===== config.mk =====
export PLATFORM = sky130hd
export DESIGN_NAME = cond_unit_top
export DESIGN_NICKNAME = d
export VERILOG_FILES = /design/src/verilog/cond_pkg.sv /design/src/verilog/bit_reducer.sv /design/src/verilog/word_reducer.sv /design/src/verilog/condition_decoder.sv /design/src/verilog/cond_unit_top.sv
export SDC_FILE = /design/constraint.sdc
export NUM_CORES = 1
export LEC_CHECK = 0
export BUFFER_PORTS_ARGS = -buffer_cell sky130_fd_sc_hd__clkbuf_2
export CAP_MARGIN = 40
export CORE_MARGIN = 1
export CORE_UTILIZATION = 50
export CTS_BUF_LIST = sky130_fd_sc_hd__clkbuf_8
export CTS_CLUSTER_DIAMETER = 50
export CTS_CLUSTER_SIZE = 10
export DETAILED_ROUTE_END_ITERATION = 10
export PLACE_DENSITY = 0.77
export SYNTH_ARGS = -nofsm -noshare
export SYNTH_HDL_FRONTEND = slang
export SYNTH_SLANG_ARGS = --single-unit

===== constraint.sdc =====
create_clock -name clk -period 1.8 [get_ports clk]
set_input_delay 0.18 -clock clk [delete_from_list [all_inputs] [get_ports clk]]
set_output_delay 0.18 -clock clk [all_outputs]
set_load 0.005 [all_outputs]

===== src/verilog/cond_pkg.sv =====
// Condition unit shared definitions

package cond_pkg;

    // width of one data word and of the inversion mask
    localparam int word_width = 8;

    // number of data words carried by one request
    localparam int word_count = 4;

    // number of supported reduction operations
    // keep this in step with the enumeration below
    localparam int op_count = 6;

    // reduction operations in chained form
    // the inverting ones invert at every link of the chain and not once at the end,
    // so they do not match the built-in reduction operators
    typedef enum logic [2:0] {
        op_and  = 3'd0,
        op_nand = 3'd1,
        op_or   = 3'd2,
        op_nor  = 3'd3,
        op_xor  = 3'd4,
        op_xnor = 3'd5
    } reduce_op_t;

    // one request as it enters stage 1
    // words[0] seeds every chain and words[word_count-1] is the last link
    typedef struct packed {
        logic [word_count-1:0][word_width-1:0] words;
        reduce_op_t                            op;
        logic [word_width-1:0]                 invert_mask;
    } cond_req_t;

    // stage 1 result handed to stage 2
    // the mask rides along unchanged so both arrive in the same cycle
    typedef struct packed {
        logic [word_width-1:0] word;
        logic [word_width-1:0] invert_mask;
    } merged_t;

    // decoded condition flags, one per chained reduction of the masked word
    typedef struct packed {
        logic all_set;
        logic nand_chain;
        logic any_set;
        logic nor_chain;
        logic parity_odd;
        logic xnor_chain;
    } cond_flags_t;

endpackage


===== src/verilog/bit_reducer.sv =====
// Chained n-input bit reducer

`timescale 1ns/1ps

module bit_reducer #(
    parameter cond_pkg::reduce_op_t operation   = cond_pkg::op_and,
    parameter int                   input_count = 2
) (
    input  logic [input_count-1:0] bits,
    output logic                   result
);

    // a reduction needs at least one input to seed the chain
    if (input_count < 1) begin : g_bad_count
        $error("bit_reducer needs input_count of at least 1, got %0d", input_count);
    end

    // bits[0] seeds the running partial result
    // every later bit is folded into it with the chosen two-input function
    // for nand, nor and xnor the inversion is applied at each link,
    // which is why a plain ~& or ~^ would give a different answer
    // a single input passes straight through for every operation
    case (operation)
        cond_pkg::op_and: begin : g_and
            always_comb begin : p_chain
                logic partial;
                partial = bits[0];
                for (int i = 1; i < input_count; i++) begin
                    partial = partial & bits[i];
                end
                result = partial;
            end
        end
        cond_pkg::op_nand: begin : g_nand
            always_comb begin : p_chain
                logic partial;
                partial = bits[0];
                for (int i = 1; i < input_count; i++) begin
                    partial = ~(partial & bits[i]);
                end
                result = partial;
            end
        end
        cond_pkg::op_or: begin : g_or
            always_comb begin : p_chain
                logic partial;
                partial = bits[0];
                for (int i = 1; i < input_count; i++) begin
                    partial = partial | bits[i];
                end
                result = partial;
            end
        end
        cond_pkg::op_nor: begin : g_nor
            always_comb begin : p_chain
                logic partial;
                partial = bits[0];
                for (int i = 1; i < input_count; i++) begin
                    partial = ~(partial | bits[i]);
                end
                result = partial;
            end
        end
        cond_pkg::op_xor: begin : g_xor
            always_comb begin : p_chain
                logic partial;
                partial = bits[0];
                for (int i = 1; i < input_count; i++) begin
                    partial = partial ^ bits[i];
                end
                result = partial;
            end
        end
        cond_pkg::op_xnor: begin : g_xnor
            always_comb begin : p_chain
                logic partial;
                partial = bits[0];
                for (int i = 1; i < input_count; i++) begin
                    partial = ~(partial ^ bits[i]);
                end
                result = partial;
            end
        end
        default: begin : g_bad_op
            // an encoding outside the enumeration stops elaboration here
            $error("bit_reducer got unsupported operation code %0d", operation);
            assign result = 1'b0;
        end
    endcase

endmodule


===== src/verilog/word_reducer.sv =====
// Stage 1 word merge

`timescale 1ns/1ps

module word_reducer (
    input  logic                clk,
    input  logic                arst_n,
    input  logic                req_valid,
    input  cond_pkg::cond_req_t req,
    output logic                merged_valid,
    output cond_pkg::merged_t   merged
);

    // merged word for each operation, indexed by the operation code
    logic [cond_pkg::word_width-1:0] op_words [cond_pkg::op_count];

    // word picked by the request's operation select
    logic [cond_pkg::word_width-1:0] selected;

    // every bit position is reduced on its own across all request words
    // all six operations are built side by side and the select picks one later,
    // so the op field never sits in front of the reducer chains
    for (genvar b = 0; b < cond_pkg::word_width; b++) begin : g_bit
        // column of this bit position, words[0] at index 0 seeds the chain
        logic [cond_pkg::word_count-1:0] column;

        always_comb begin
            for (int w = 0; w < cond_pkg::word_count; w++) begin
                column[w] = req.words[w][b];
            end
        end

        // one reducer per operation on the same column
        for (genvar k = 0; k < cond_pkg::op_count; k++) begin : g_op
            bit_reducer #(
                .operation   (cond_pkg::reduce_op_t'(k)),
                .input_count (cond_pkg::word_count)
            ) u_bit_reducer (
                .bits   (column),
                .result (op_words[k][b])
            );
        end
    end

    // pick the merged word for the requested operation
    // codes outside the enumeration merge to zero
    always_comb begin
        case (req.op)
            cond_pkg::op_and:  selected = op_words[cond_pkg::op_and];
            cond_pkg::op_nand: selected = op_words[cond_pkg::op_nand];
            cond_pkg::op_or:   selected = op_words[cond_pkg::op_or];
            cond_pkg::op_nor:  selected = op_words[cond_pkg::op_nor];
            cond_pkg::op_xor:  selected = op_words[cond_pkg::op_xor];
            cond_pkg::op_xnor: selected = op_words[cond_pkg::op_xnor];
            default:           selected = '0;
        endcase
    end

    // strobe is delayed by exactly one cycle
    always_ff @(posedge clk or negedge arst_n) begin
        if (!arst_n) begin
            merged_valid <= 1'b0;
        end else begin
            merged_valid <= req_valid;
        end
    end

    // merged word and mask only load on an accepted request
    // they hold their last value between strobes
    always_ff @(posedge clk or negedge arst_n) begin
        if (!arst_n) begin
            merged <= '0;
        end else if (req_valid) begin
            merged.word        <= selected;
            merged.invert_mask <= req.invert_mask;
        end
    end

    // back-to-back results can only come from back-to-back requests
    // this guards against the strobe being stretched or duplicated in stage 1
    a_merged_follows_req: assert property (
        @(posedge clk) disable iff (!arst_n)
        merged_valid && $past(merged_valid) |-> $past(req_valid, 1) && $past(req_valid, 2)
    ) else $error("merged_valid high twice without two preceding requests");

endmodule


===== src/verilog/condition_decoder.sv =====
// Stage 2 flag decode

`timescale 1ns/1ps

module condition_decoder (
    input  logic                  clk,
    input  logic                  arst_n,
    input  logic                  merged_valid,
    input  cond_pkg::merged_t     merged,
    output logic                  flags_valid,
    output cond_pkg::cond_flags_t flags
);

    // merged word after selective inversion
    logic [cond_pkg::word_width-1:0] masked;

    // chained reduction of the masked word, indexed by the operation code
    logic [cond_pkg::op_count-1:0] chain;

    // next flag values, decoded combinationally from the chains
    cond_pkg::cond_flags_t flags_next;

    // a set mask bit flips that input before reduction
    // with the right mask the and chain fires on any chosen bit pattern
    assign masked = merged.word ^ merged.invert_mask;

    // all six reductions run over the same masked word
    // bit 0 seeds each chain and bit word_width-1 is the last link
    for (genvar k = 0; k < cond_pkg::op_count; k++) begin : g_op
        bit_reducer #(
            .operation   (cond_pkg::reduce_op_t'(k)),
            .input_count (cond_pkg::word_width)
        ) u_bit_reducer (
            .bits   (masked),
            .result (chain[k])
        );
    end

    // map each chain onto its named flag
    // all_set, any_set and parity_odd match the plain reductions
    // the three inverting flags follow the per-link rule
    always_comb begin
        flags_next.all_set    = chain[cond_pkg::op_and];
        flags_next.nand_chain = chain[cond_pkg::op_nand];
        flags_next.any_set    = chain[cond_pkg::op_or];
        flags_next.nor_chain  = chain[cond_pkg::op_nor];
        flags_next.parity_odd = chain[cond_pkg::op_xor];
        flags_next.xnor_chain = chain[cond_pkg::op_xnor];
    end

    // flags strobe trails merged_valid by one cycle
    always_ff @(posedge clk or negedge arst_n) begin
        if (!arst_n) begin
            flags_valid <= 1'b0;
        end else begin
            flags_valid <= merged_valid;
        end
    end

    // flags are captured only on a stage 1 strobe
    // the consumer must take them in the cycle flags_valid is high
    always_ff @(posedge clk or negedge arst_n) begin
        if (!arst_n) begin
            flags <= '0;
        end else if (merged_valid) begin
            flags <= flags_next;
        end
    end

    // every bit set must also mean some bit set
    // a failure here points at a broken chain in bit_reducer or a swapped flag field
    a_all_implies_any: assert property (
        @(posedge clk) disable iff (!arst_n)
        flags_valid |-> (!flags.all_set || flags.any_set)
    ) else $error("all_set high without any_set");

endmodule


===== src/verilog/cond_unit_top.sv =====
// Condition unit top level

`timescale 1ns/1ps

module cond_unit_top (
    input  logic                  clk,
    input  logic                  arst_n,
    input  logic                  req_valid,
    input  cond_pkg::cond_req_t   req,
    output logic                  flags_valid,
    output cond_pkg::cond_flags_t flags
);

    // stage 1 to stage 2 link with one strobe and its payload
    logic              merged_valid;
    cond_pkg::merged_t merged;

    // stage 1 folds the four request words into one
    word_reducer u_word_reducer (
        .clk          (clk),
        .arst_n       (arst_n),
        .req_valid    (req_valid),
        .req          (req),
        .merged_valid (merged_valid),
        .merged       (merged)
    );

    // stage 2 masks the merged word and decodes the six flags
    // two cycles from request strobe to flags strobe in total
    condition_decoder u_condition_decoder (
        .clk          (clk),
        .arst_n       (arst_n),
        .merged_valid (merged_valid),
        .merged       (merged),
        .flags_valid  (flags_valid),
        .flags        (flags)
    );

endmodule


### After elaboration in Yosys (flattened, before gate mapping)

Index checks and enable logic that the tools add are counted.

* $add $sub $neg: 0
* multiply operators: 0
* div/mod/pow operators: 0
* order comparisons: 0
* eq/ne operators: 5
* shifts and indexed selects: 0
* muxes and demuxes: 1
* bitwise gates (word level): 253
* reductions and logical operators: 1

Operators with widths (count)
* 1-bit NOT: 93
* 1-bit AND: 53
* 1-bit OR: 53
* 1-bit XOR: 53
* 8-bit one-hot mux with 6 select lines: 1
* 8-bit XOR: 1
* 3-bit by 2-bit == test with 1-bit output (second input constant): 2
* 3-bit == test (second input constant): 2
* 3-bit by 1-bit == test with 1-bit output (second input constant): 1
* 3-bit zero test: 1

* register bits: 24
* latch bits: 0
* bits in writable memories: 0
* bits in read-only memories: 0
* input port bits: 46
* memories kept: 0

### Longest topological paths before layout

Gate-level depths: netlist (run 1).

* depth in word-level cells: 15
* depth in mapped cells: 8
* depth with buffers taken out: 8

### Modules after synthesis

Synthesis (run 1) repeated with hierarchy kept, for this count alone.

* cells, all modules: 238
* area, all modules: 2389.8 um^2

By module, submodules not included
* word_reducer: instances 1, cells each 90, area each 1044.8 um^2, seq. area each 425.4 um^2
* bit_reducer (u_word_reducer.g_bit[0].g_op[4].u_bit_reducer ...): instances 16, cells each 3, area each 26.3 um^2, seq. area each 0.0 um^2
* condition_decoder: instances 1, cells each 22, area each 346.6 um^2, seq. area each 175.2 um^2
* bit_reducer (u_word_reducer.g_bit[0].g_op[1].u_bit_reducer ...): instances 16, cells each 2, area each 13.8 um^2, seq. area each 0.0 um^2
* bit_reducer (u_condition_decoder.g_op[4].u_bit_reducer ...): instances 2, cells each 7, area each 61.3 um^2, seq. area each 0.0 um^2
* bit_reducer (u_word_reducer.g_bit[0].g_op[0].u_bit_reducer ...): instances 8, cells each 1, area each 8.8 um^2, seq. area each 0.0 um^2
* bit_reducer (u_word_reducer.g_bit[0].g_op[2].u_bit_reducer ...): instances 8, cells each 1, area each 7.5 um^2, seq. area each 0.0 um^2
* bit_reducer (u_condition_decoder.g_op[1].u_bit_reducer): instances 1, cells each 5, area each 38.8 um^2, seq. area each 0.0 um^2
* bit_reducer (u_condition_decoder.g_op[3].u_bit_reducer): instances 1, cells each 5, area each 33.8 um^2, seq. area each 0.0 um^2
* bit_reducer (u_condition_decoder.g_op[0].u_bit_reducer ...): instances 2, cells each 3, area each 16.3 um^2, seq. area each 0.0 um^2

### Worst setup path before layout (run 1)

Ideal clock, no wire load.

* path type: reg2reg
* from: register u_word_reducer.merged[1] (netlist name)
* to: register u_condition_decoder.flags[0] (netlist name)
* arrival time: 1755 ps
* required time: 1681 ps
* slack: -73 ps
* cell stages (with the launch flop): 9
* period minus slack after synthesis: 1873 ps
* path through: dfrtp_1 -> xnor2_1 -> inv_1 -> ha_1 -> xnor3_1 -> xnor3_1 -> xnor2_1 -> nand2_1 -> o21a_1

* longest elaborated chain between the ends: 15

RTL lines
* 8-bit XOR: line condition_decoder.sv:25 `assign masked = merged.word ^ merged.invert_mask;`
* 1-bit XOR: line bit_reducer.sv:79 `partial = ~(partial ^ bits[i]);`
* 1-bit NOT: line bit_reducer.sv:79
* 1-bit XOR: line bit_reducer.sv:79
* 1-bit NOT: line bit_reducer.sv:79
* 1-bit XOR: line bit_reducer.sv:79
* 1-bit NOT: line bit_reducer.sv:79
* 1-bit XOR: line bit_reducer.sv:79
* 1-bit NOT: line bit_reducer.sv:79
* 1-bit XOR: line bit_reducer.sv:79
* 1-bit NOT: line bit_reducer.sv:79
* 1-bit XOR: line bit_reducer.sv:79
* 1-bit NOT: line bit_reducer.sv:79
* 1-bit XOR: line bit_reducer.sv:79
* 1-bit NOT: line bit_reducer.sv:79

Every way passes these cells.
A chain may end at the register's enable or synchronous reset.

### Worst setup path in the final report (run 1)

* from: register u_word_reducer.merged[9] (netlist name)
* to: register u_condition_decoder.flags[0] (netlist name)

* longest elaborated chain between the ends: 15

RTL lines (line)
* 8-bit XOR: condition_decoder.sv:25
* 1-bit XOR: bit_reducer.sv:79
* 1-bit NOT: bit_reducer.sv:79
* 1-bit XOR: bit_reducer.sv:79
* 1-bit NOT: bit_reducer.sv:79
* 1-bit XOR: bit_reducer.sv:79
* 1-bit NOT: bit_reducer.sv:79
* 1-bit XOR: bit_reducer.sv:79
* 1-bit NOT: bit_reducer.sv:79
* 1-bit XOR: bit_reducer.sv:79
* 1-bit NOT: bit_reducer.sv:79
* 1-bit XOR: bit_reducer.sv:79
* 1-bit NOT: bit_reducer.sv:79
* 1-bit XOR: bit_reducer.sv:79
* 1-bit NOT: bit_reducer.sv:79

Every way passes these cells.

==> impl_metrics.tcl, run 1 <==
set metrics [dict create \
    io_buffers 52 \
    path_clk_slew_ns 0.07 \
    syn-num-nets 285 \
    grt_pass1_wl_microns 6350 \
    synth_top_family_by_area "compound AO/OA/AOI/OAI gates" \
    dp.cells 318 \
    clock_skew_ns 0.00291 \
    finish.utilization_pct 62.4 \
    io_pins 53 \
    die_y_microns 66.6 \
    finalCritPeriodShare_pct 100 \
    timing.hold.ws_ns 0.145 \
    grt_usage_pct 18.4 \
    use_met2_pct 31.8 \
    firstDrtPassIters 4 \
    ys_seq_elements 24 \
    criticalPathCategory "flop to flop" \
    final_cells 325 \
    violations "setup timing" \
    area_growth_pct 19.9 \
    synthMuxAreaShare_pct 6.73 \
    antenna_found_initial 0 \
    viasPerCell 5.22 \
    place.gp.congestion 0.776 \
    synth_area_sq_um 2080 \
    maxSlewViolCount 0 \
    num_vias 1695 \
    syn_avg_cell_area_sq_um 9.43 \
    routed_wl_microns 3850 \
    synth_xor_area_share_pct 18.6 \
    num_rows 23 \
    syn_inst 221 \
    post-dp-hpwl_microns 3030 \
    grt_max_degree 25 \
    n_antenna_cell 0 \
    synth-compound-area-share_pct 20.2 \
    grt_overflow_total 0 \
    die_w_microns 66.6 \
    drive_above_1_share_pct 29.1 \
    relSlewSlack_pct 62.6 \
    hold_class "input pin to flop" \
    tns_ns -0.00620 \
    yosys_warnings 0 \
    cts_root_buf "clkbuf_8" \
    start_util_pct 52.1 \
    critPathLaunchType "flop" \
    fillers 328 \
    rsz0062_at_grt "yes" \
    post-route-min-period_ns 1.81 \
    timing.final.ws_setup_ns -0.00620 \
    cp-end-kind "flop" \
    clock_latency_ns 0.26 \
    die-area_sq_um 4430 \
    p_leak_nw 1.20 \
    core_sq_um 4000 \
    clockBufferDepth 2 \
    globalRouteMet1Util_pct 24.1 \
    worst-endpoint-required_ns 1.96 \
    cts_buffers 3 \
    drtIter0Drc 95 \
    power_mw 1.77 \
    grt.busiest_layer "met2" \
    ir_drop_uv 249 \
    outcome "complete, but fails checks" \
    ys_seq_area_share_pct 28.8 \
    tightest_slew_ns 0.560 \
    grt_pass1_vias 1501 \
    cts_tree "built" \
    synth_fa_ha_area_share_pct 10.8 \
    max_cap_violations 0 \
    synthSimpleGateAreaFrac_pct 7.75 \
    grt_util_met3_pct 1.54 \
    yosysUniqueCellTypes 32 \
    route.detailed.drc 0 \
    cellPowerDensity_nw_per_um2 709 \
    critPathMaxFanout 2 \
    cp.arrival_ns 1.97 \
    htreeDepth 1 \
    max_freq_ghz 0.554 \
    setup_viol 1 \
    antenna_left 0 \
    nNetsFinal 341 \
    wl_per_cell_microns 11.8 \
    clock_sinks 24 \
    hold_viol 0 \
]
## worst max-delay path: stages (launching register included)
cell and delay [ns]:
dfrtp_1 0.41, xnor2_2 0.19, inv_2 0.06, ha_4 0.26
xnor3_1 0.21, xnor3_1 0.20, xnor2_1 0.16, nand2_1 0.09
o21a_1 0.12
## stage by stage
step	cell area [sq um]	worst slack [ns]
2_1_floorplan	2080	0.0932
6_report	2500	-0.00620
4_1_cts	2450	-0.0176
3_5_place_dp	2400	-0.0274
3_3_place_gp	2400	0.0200
5_1_grt	2500	-0.147
## final cells by class
type | count | area, sq um | share of cell area (%)
Timing Repair Buffer | 61 | 330 | 13.2
Inverter | 27 | 101 | 4.06
Clock buffer | 3 | 41.3 | 1.65
Tap cell | 50 | 62.6 | 2.51
Sequential cell | 24 | 601 | 24.0
Multi-Input combinational cell | 160 | 1360 | 54.5
## sequential cells by signal (all words and copies together) (netlist names)
name                             count
u_condition_decoder.flags            6
u_word_reducer.merged               16
u_word_reducer.merged_valid          1
u_condition_decoder.flags_valid      1
## metal layers
layer	vias to the layer above	part of all wire, %
li1	885	-
met5	-	0
met3	5	4.1
met2	60	48
met1	745	47
met4	0	1.0
## cells by family after synthesis
| kind of cell | after synthesis |
|---|---|
| buf+inv | 37 |
| flops | 24 |
| xor+xnor | 36 |
| compound gates | 64 |
| mux | 13 |
| fa+ha+maj | 18 |
| simple gates | 29 |
## path summary, 6_finish.rpt
| path | slack (ns) | startpoint | cells past startpoint | endpoint |
|---|---|---|---|---|
| worst min-delay path | 0.14 | req[5] | 2 | u_word_reducer.merged[5]$_DFFE_PN0P_ |
| max in group asynchronous | 1.00 | arst_n | 2 | u_word_reducer.merged[12]$_DFFE_PN0P_ |
| worst max-delay path | -0.006 | u_word_reducer.merged[9]$_DFFE_PN0P_ | 8 | u_condition_decoder.flags[0]$_DFFE_PN0P_ |
| min in group asynchronous | 0.43 | arst_n | 2 | u_condition_decoder.flags_valid$_DFF_PN0_ |
| worst max register to register | -0.006 | u_word_reducer.merged[9]$_DFFE_PN0P_ | 8 | u_condition_decoder.flags[0]$_DFFE_PN0P_ |
| worst min register to register | 0.48 | u_condition_decoder.flags[0]$_DFFE_PN0P_ | 1 | u_condition_decoder.flags[0]$_DFFE_PN0P_ |
## where the power goes
| part | leakage (nW) | internal, mW | switching, mW |
|---|---|---|---|
| clock | 0.0216 | 0.150 | 0.153 |
| sequential | 0.290 | 0.621 | 0.0632 |
| combinational | 0.886 | 0.436 | 0.349 |
## cells in the mapped netlist (all sizes together)
master	count	area [sq um]
xnor2	29	269
inv	26	97.6
dfrtp	24	601
o21ai	20	100
ha	18	225
a21oi	16	80.1
nor2	9	33.8
a22o	8	70.1
a2bb2oi	8	70.1
mux2	8	90.1
nand3b	8	60.1
o221ai	8	70.1
buf	7	36.3
mux2i	5	50.1
nand2	4	15.0
xor2	4	50.1
clkbuf	3	11.3
nor3b	3	22.5
xnor3	3	67.6
nand2b	2	12.5
a31oi	1	6.26
clkinv	1	3.75
nand4	1	6.26
nor3	1	5.00
o211ai	1	7.51
o21a	1	7.51
o32ai	1	8.76
or2	1	6.26
## placed cells by master (no fill, tap or decap), drive strengths merged
cell	n
xnor3	3
nand2b	2
dfrtp	24
o21ai	20
ha	18
o21a	1
o32ai	1
nor2	9
or2	1
a31oi	1
xor2	4
o211ai	1
nor3	1
a2bb2oi	8
mux2	8
clkbuf	55
buf	8
o221ai	8
nor3b	3
nand4	1
inv	26
clkinv	1
nand2	4
a22o	8
dlygate4sd3	1
xnor2	29
nand3b	8
mux2i	5
a21oi	16
## timing repair
action | in CTS | in global routing
buffers inserted | 1 | 2
endpoints found under the setup margin | 2 | 2
hold endpoints to repair | 24 | 0
hold buffers | 1 | 0
resized for setup | 0 | 5
pin swaps | 1 | 3
No activity file was read; power rests on OpenSTA's default activity.
==> run 2: changes to the inputs <==
CORE_UTILIZATION = 51   (was 50)
SYNTH_HIERARCHICAL = 1   (was default)
==> impl_metrics.tcl, run 2 <==
set metrics [dict create \
    outcome "finished clean" \
    io_buffers 52 \
    criticalPathCategory "flop to flop" \
    cts_root_buf "clkbuf_8" \
    antenna_found_initial 0 \
    critPathLaunchType "flop" \
    ir_drop_uv 334 \
    p_leak_nw 1.20 \
    syn-num-nets 284 \
    netlist.area_leader.share_pct 25.1 \
    route.detailed.drc 0 \
    io_pins 53 \
    hold_class "input pin to flop" \
    synthTopCellsByArea "dfrtp_1 (25%), xnor2_1 (19%), mux2_2 (7.5%)" \
    synth_area_sq_um 2390 \
    yosys_warnings 6 \
    die_w_microns 70.5 \
    regMostFlops "u_word_reducer/merged" \
    critPathMaxFanout 6 \
    nNetsFinal 334 \
    cp.arrival_ns 1.87 \
    area_growth_pct 14.9 \
    antenna_left 0 \
    yosysMostFrequentCell "xnor2_1" \
    drtIter0Drc 82 \
    worst-endpoint-required_ns 1.95 \
    multi_input_area_sq_um 1730 \
    timing.hold.ws_ns 0.149 \
    grt_usage_pct 18.0 \
    post-route-min-period_ns 1.72 \
    holdPathStages 2 \
    path_clk_slew_ns 0.08 \
    synth_top_cell_by_area "dfrtp_1" \
    wl_per_cell_microns 12.5 \
    clock_skew_ns 0.00186 \
    viasPerCell 5.45 \
    largest_reg_flops 16 \
    cts_buffers 3 \
    firstDrtPassIters 6 \
    clock_latency_ns 0.26 \
    syn_avg_cell_area_sq_um 10.0 \
    synth_edf_count 0 \
    yosysUniqueCellTypes 39 \
    grt_pass1_vias 1776 \
    reg_top3 "u_word_reducer/merged (16), u_condition_decoder/flags (6)" \
    grt_overflow_total 0 \
    final_cells 339 \
    regArea_sq_um 601 \
    htreeDepth 1 \
    power_mw 2.09 \
    ys_seq_area_share_pct 25.1 \
    core_sq_um 4410 \
    setup_viol 0 \
    cp-end-kind "flop" \
    grt_pass1_wl_microns 7470 \
    relSlewSlack_pct 62.1 \
    cellPowerDensity_nw_per_um2 761 \
    routed_wl_microns 4230 \
    ys_seq_elements 24 \
    grt_max_degree 26 \
    fillers 375 \
    start_util_pct 54.1 \
    dp.cells 334 \
    maxSlewViolCount 0 \
    synth.cells.most_frequent "xnor2_1 (53), dfrtp_1 (24), nor2_1 (19)" \
    final_cell_mix "xnor2_1 (53), clkbuf_2 (52), dfrtp_1 (24), nor2_1 (19), mux2_2 (16)" \
    place.gp.congestion 0.793 \
    die_y_microns 70.5 \
    clockBufferDepth 2 \
    hold_viol 0 \
    max_freq_ghz 0.583 \
    tns_ns 0 \
    max_cap_violations 0 \
    die-area_sq_um 4960 \
    syn_inst 238 \
    final_common_cell "xnor2_1" \
    drive_above_1_share_pct 30.7 \
    reg2reg_depth 5 \
    clock_sinks 24 \
    finalCritPeriodShare_pct 95.4 \
    synth-main-ff-cell "dfrtp_1" \
    post-dp-hpwl_microns 3220 \
    n_antenna_cell 0 \
    tightest_slew_ns 0.567 \
    num_vias 1846 \
    cts_tree "built" \
    num_rows 24 \
    synth_async_sr_flop_share_pct 100 \
]
-- run 2: final timing paths --
| kind | from | end | slack (ns) |
|---|---|---|---|
| worst min-delay path | req[4] | u_word_reducer/merged[4]$_DFFE_PN0P_ | 0.15 |
| worst max-delay path | u_word_reducer/merged[0]$_DFFE_PN0P_ | u_condition_decoder/flags[0]$_DFFE_PN0P_ | 0.08 |
| worst min register to register | u_condition_decoder/flags[1]$_DFFE_PN0P_ | u_condition_decoder/flags[1]$_DFFE_PN0P_ | 0.51 |
| worst max register to register | u_word_reducer/merged[0]$_DFFE_PN0P_ | u_condition_decoder/flags[0]$_DFFE_PN0P_ | 0.08 |
| max in group asynchronous | arst_n | u_word_reducer/merged[0]$_DFFE_PN0P_ | 0.98 |
| min in group asynchronous | arst_n | u_word_reducer/merged[2]$_DFFE_PN0P_ | 0.45 |
-- run 2: area by class of cell --
class                           count  share of cell area [%]
Multi-Input combinational cell    201                    63.1
Tap cell                           52                    2.37
Sequential cell                    24                    21.9
Clock buffer                        4                    2.01
Timing Repair Buffer               54                    10.1
Inverter                            4                   0.547
-- run 2: worst max-delay path, cell delays in order, from the launching register on --
cell and delay [ns]:
dfrtp_1 0.39, xor2_1 0.49, xnor2_1 0.17, xnor2_1 0.22, xnor2_1 0.09, mux2_4 0.26
-- run 2: per-layer routing --
layer	vias to the layer above	part of all wire, %	global-route usage (%)
met3	2	2.6	1.73
met2	35	50	32.7
li1	961	-	-
met4	0	0.35	4.89
met5	-	0	0
met1	848	47	22.5
-- run 2: stage by stage --
| step | area (sq um) | util [%] | setup slack (ns) |
|---|---|---|---|
| 4_1_cts | 2730 | 61.8 | 0.0781 |
| 2_1_floorplan | 2390 | - | 0.123 |
| 5_1_grt | 2750 | 62.2 | -0.0182 |
| 6_report | 2750 | 62.2 | 0.0836 |
| 3_5_place_dp | 2650 | 60.0 | -0.0123 |
| 3_3_place_gp | 2650 | 60.0 | 0.0407 |
-- run 2: logic make-up after synthesis --
group / after synthesis / synth area share, %
buf+inv: 13 / 3.66
xor+xnor: 70 / 25.7
mux: 32 / 17.1
simple gates: 55 / 12.8
compound gates: 44 / 15.7
flops: 24 / 25.1
-- run 2: repair_timing --
| action | in CTS | in global routing |
|---|---|---|
| hold buffers | 1 | 0 |
| pin swaps | 0 | 0 |
| buffers inserted | 0 | 0 |
| endpoints found under the hold margin | 24 | 0 |
| resized for setup | 2 | 2 |
| endpoints found under the setup margin | 2 | 2 |
-- run 2: report_power, final --
group / leakage, nW / switching, mW / internal, mW / total [mW]
logic: 0.891 / 0.460 / 0.582 / 1.04
registers: 0.279 / 0.0641 / 0.632 / 0.696
clock network: 0.0288 / 0.156 / 0.195 / 0.350
==> run 3: changes to the inputs <==
CORE_ASPECT_RATIO = 0.9   (was default)
PLACE_DENSITY = 0.79   (was 0.77)
==> impl_metrics.tcl, run 3 (synthesis gave the netlist of run 2 again) <==
set metrics [dict create \
    outcome "finished clean" \
    wl_per_cell_microns 13.1 \
    grt_pass1_wl_microns 7520 \
    fillers 381 \
    antenna_left 0 \
    reg_top3 "u_word_reducer/merged (16), u_condition_decoder/flags (6)" \
    critPathLaunchType "flop" \
    hold_viol 0 \
    route.detailed.drc 0 \
    worst-endpoint-required_ns 1.96 \
    num_rows 23 \
    place_ws_ns -0.0175 \
    clock_latency_ns 0.26 \
    cp.arrival_ns 1.82 \
    finish.utilization_pct 62.5 \
    dp.cells 345 \
    cts_root_buf "clkbuf_8" \
    post-route-min-period_ns 1.67 \
    final_cells 350 \
    clockBufferDepth 2 \
    clock_skew_ns 0.00163 \
    criticalPathCategory "flop to flop" \
    relSlewSlack_pct 59.9 \
    core_sq_um 4490 \
    cts_setup_buffers 0 \
    start_util_pct 53.2 \
    path_clk_slew_ns 0.08 \
    die_w_microns 74.2 \
    io_buffers 52 \
    firstDrtPassIters 4 \
    cellPowerDensity_nw_per_um2 794 \
    critPathMaxFanout 6 \
    finalCritPeriodShare_pct 92.6 \
    die-area_sq_um 4960 \
    ir_drop_uv 404 \
    post-dp-hpwl_microns 3440 \
    final_common_cell "xnor2_1" \
    htreeDepth 1 \
    grt_overflow_total 0 \
    io_pins 53 \
    antenna_found_initial 0 \
    place.gp.congestion 0.844 \
    cts_buffers 3 \
    clock_sinks 24 \
    grt_max_degree 25 \
    rsz0062_at_grt "no" \
    drive_above_1_share_pct 31.9 \
    drtIter0Drc 72 \
    n_antenna_cell 0 \
    timing.final.ws_setup_ns 0.134 \
    largest_reg_flops 16 \
    grt_usage_pct 19.5 \
    routed_wl_microns 4570 \
    cts_tree "built" \
    nNetsFinal 335 \
    p_leak_nw 1.21 \
    num_vias 1853 \
    max_freq_ghz 0.600 \
    max_cap_violations 0 \
    setup_viol 0 \
    regMostFlops "u_word_reducer/merged" \
    tightest_slew_ns 0.601 \
    viasPerCell 5.29 \
    cp-end-kind "flop" \
    grt_pass1_vias 1762 \
    final_cell_mix "xnor2_1 (53), clkbuf_2 (52), dfrtp_1 (24), nor2_1 (19), mux2_2 (16)" \
    maxSlewViolCount 0 \
    die_y_microns 66.9 \
    hold_class "input pin to flop" \
    area_growth_pct 17.3 \
]
## run 3: cell type report
cell class | count | area, sq um | area share [%]
clock buffers | 3 | 41.3 | 1.47
well taps | 62 | 77.6 | 2.77
clock inverters | 1 | 30.0 | 1.07
repair buffers | 55 | 285 | 10.2
inverters | 4 | 15.0 | 0.535
multi-input cells | 201 | 1750 | 62.6
flip-flops and latches | 24 | 601 | 21.4
## run 3: where the power goes
part | internal (mW) | switching [mW]
Combinational | 0.588 | 0.468
Sequential | 0.632 | 0.0731
Clock | 0.297 | 0.167
Total | 1.52 | 0.708
## run 3: worst max-delay path: stages, from the launching register on
cell     delay (ns)
dfrtp_1        0.41
xor2_1         0.46
xnor2_1        0.19
xnor2_1        0.15
xnor2_1        0.09
mux2_4         0.25
## run 3: through the flow
step	total power, mW	instance area, sq um	setup TNS (ns)	hold WS [ns]
global route	2.38	2800	0	0.138
global placement	1.71	2670	0	0.199
detailed placement	1.74	2670	-0.0186	0.200
finish	2.23	2800	0	0.141
CTS	2.22	2760	0	0.136
floorplan	1.49	2390	0	-0.116
## run 3: what timing repair did
item / CTS / global route
hold endpoints to repair: 24 / 0
gates resized for setup: 1 / 6
hold buffers: 1 / 0
endpoints found under the setup margin: 3 / 3
## run 3: worst paths after layout
| kind | from | endpoint | slack, ns | depth (start not counted) |
|---|---|---|---|---|
| max | u_word_reducer/merged[6]$_DFFE_PN0P_ | u_condition_decoder/flags[1]$_DFFE_PN0P_ | 0.13 | 5 |
| min | req[5] | u_word_reducer/merged[5]$_DFFE_PN0P_ | 0.14 | 2 |
| max reg2reg | u_word_reducer/merged[6]$_DFFE_PN0P_ | u_condition_decoder/flags[1]$_DFFE_PN0P_ | 0.13 | 5 |
| min reg2reg | u_condition_decoder/flags[0]$_DFFE_PN0P_ | u_condition_decoder/flags[0]$_DFFE_PN0P_ | 0.52 | 1 |
| max in group asynchronous | arst_n | u_word_reducer/merged[13]$_DFFE_PN0P_ | 0.96 | 2 |
| min in group asynchronous | arst_n | u_condition_decoder/flags[4]$_DFFE_PN0P_ | 0.45 | 2 |
## run 3: layer usage
metal / GRT usage [%] / share of wire, % / wire length (microns)
met2: 36.7 / 51 / 2330
met4: 2.64 / 0.77 / 35
met1: 23.6 / 45 / 2070
met5: 0 / 0 / 0
met3: 2.87 / 2.9 / 134
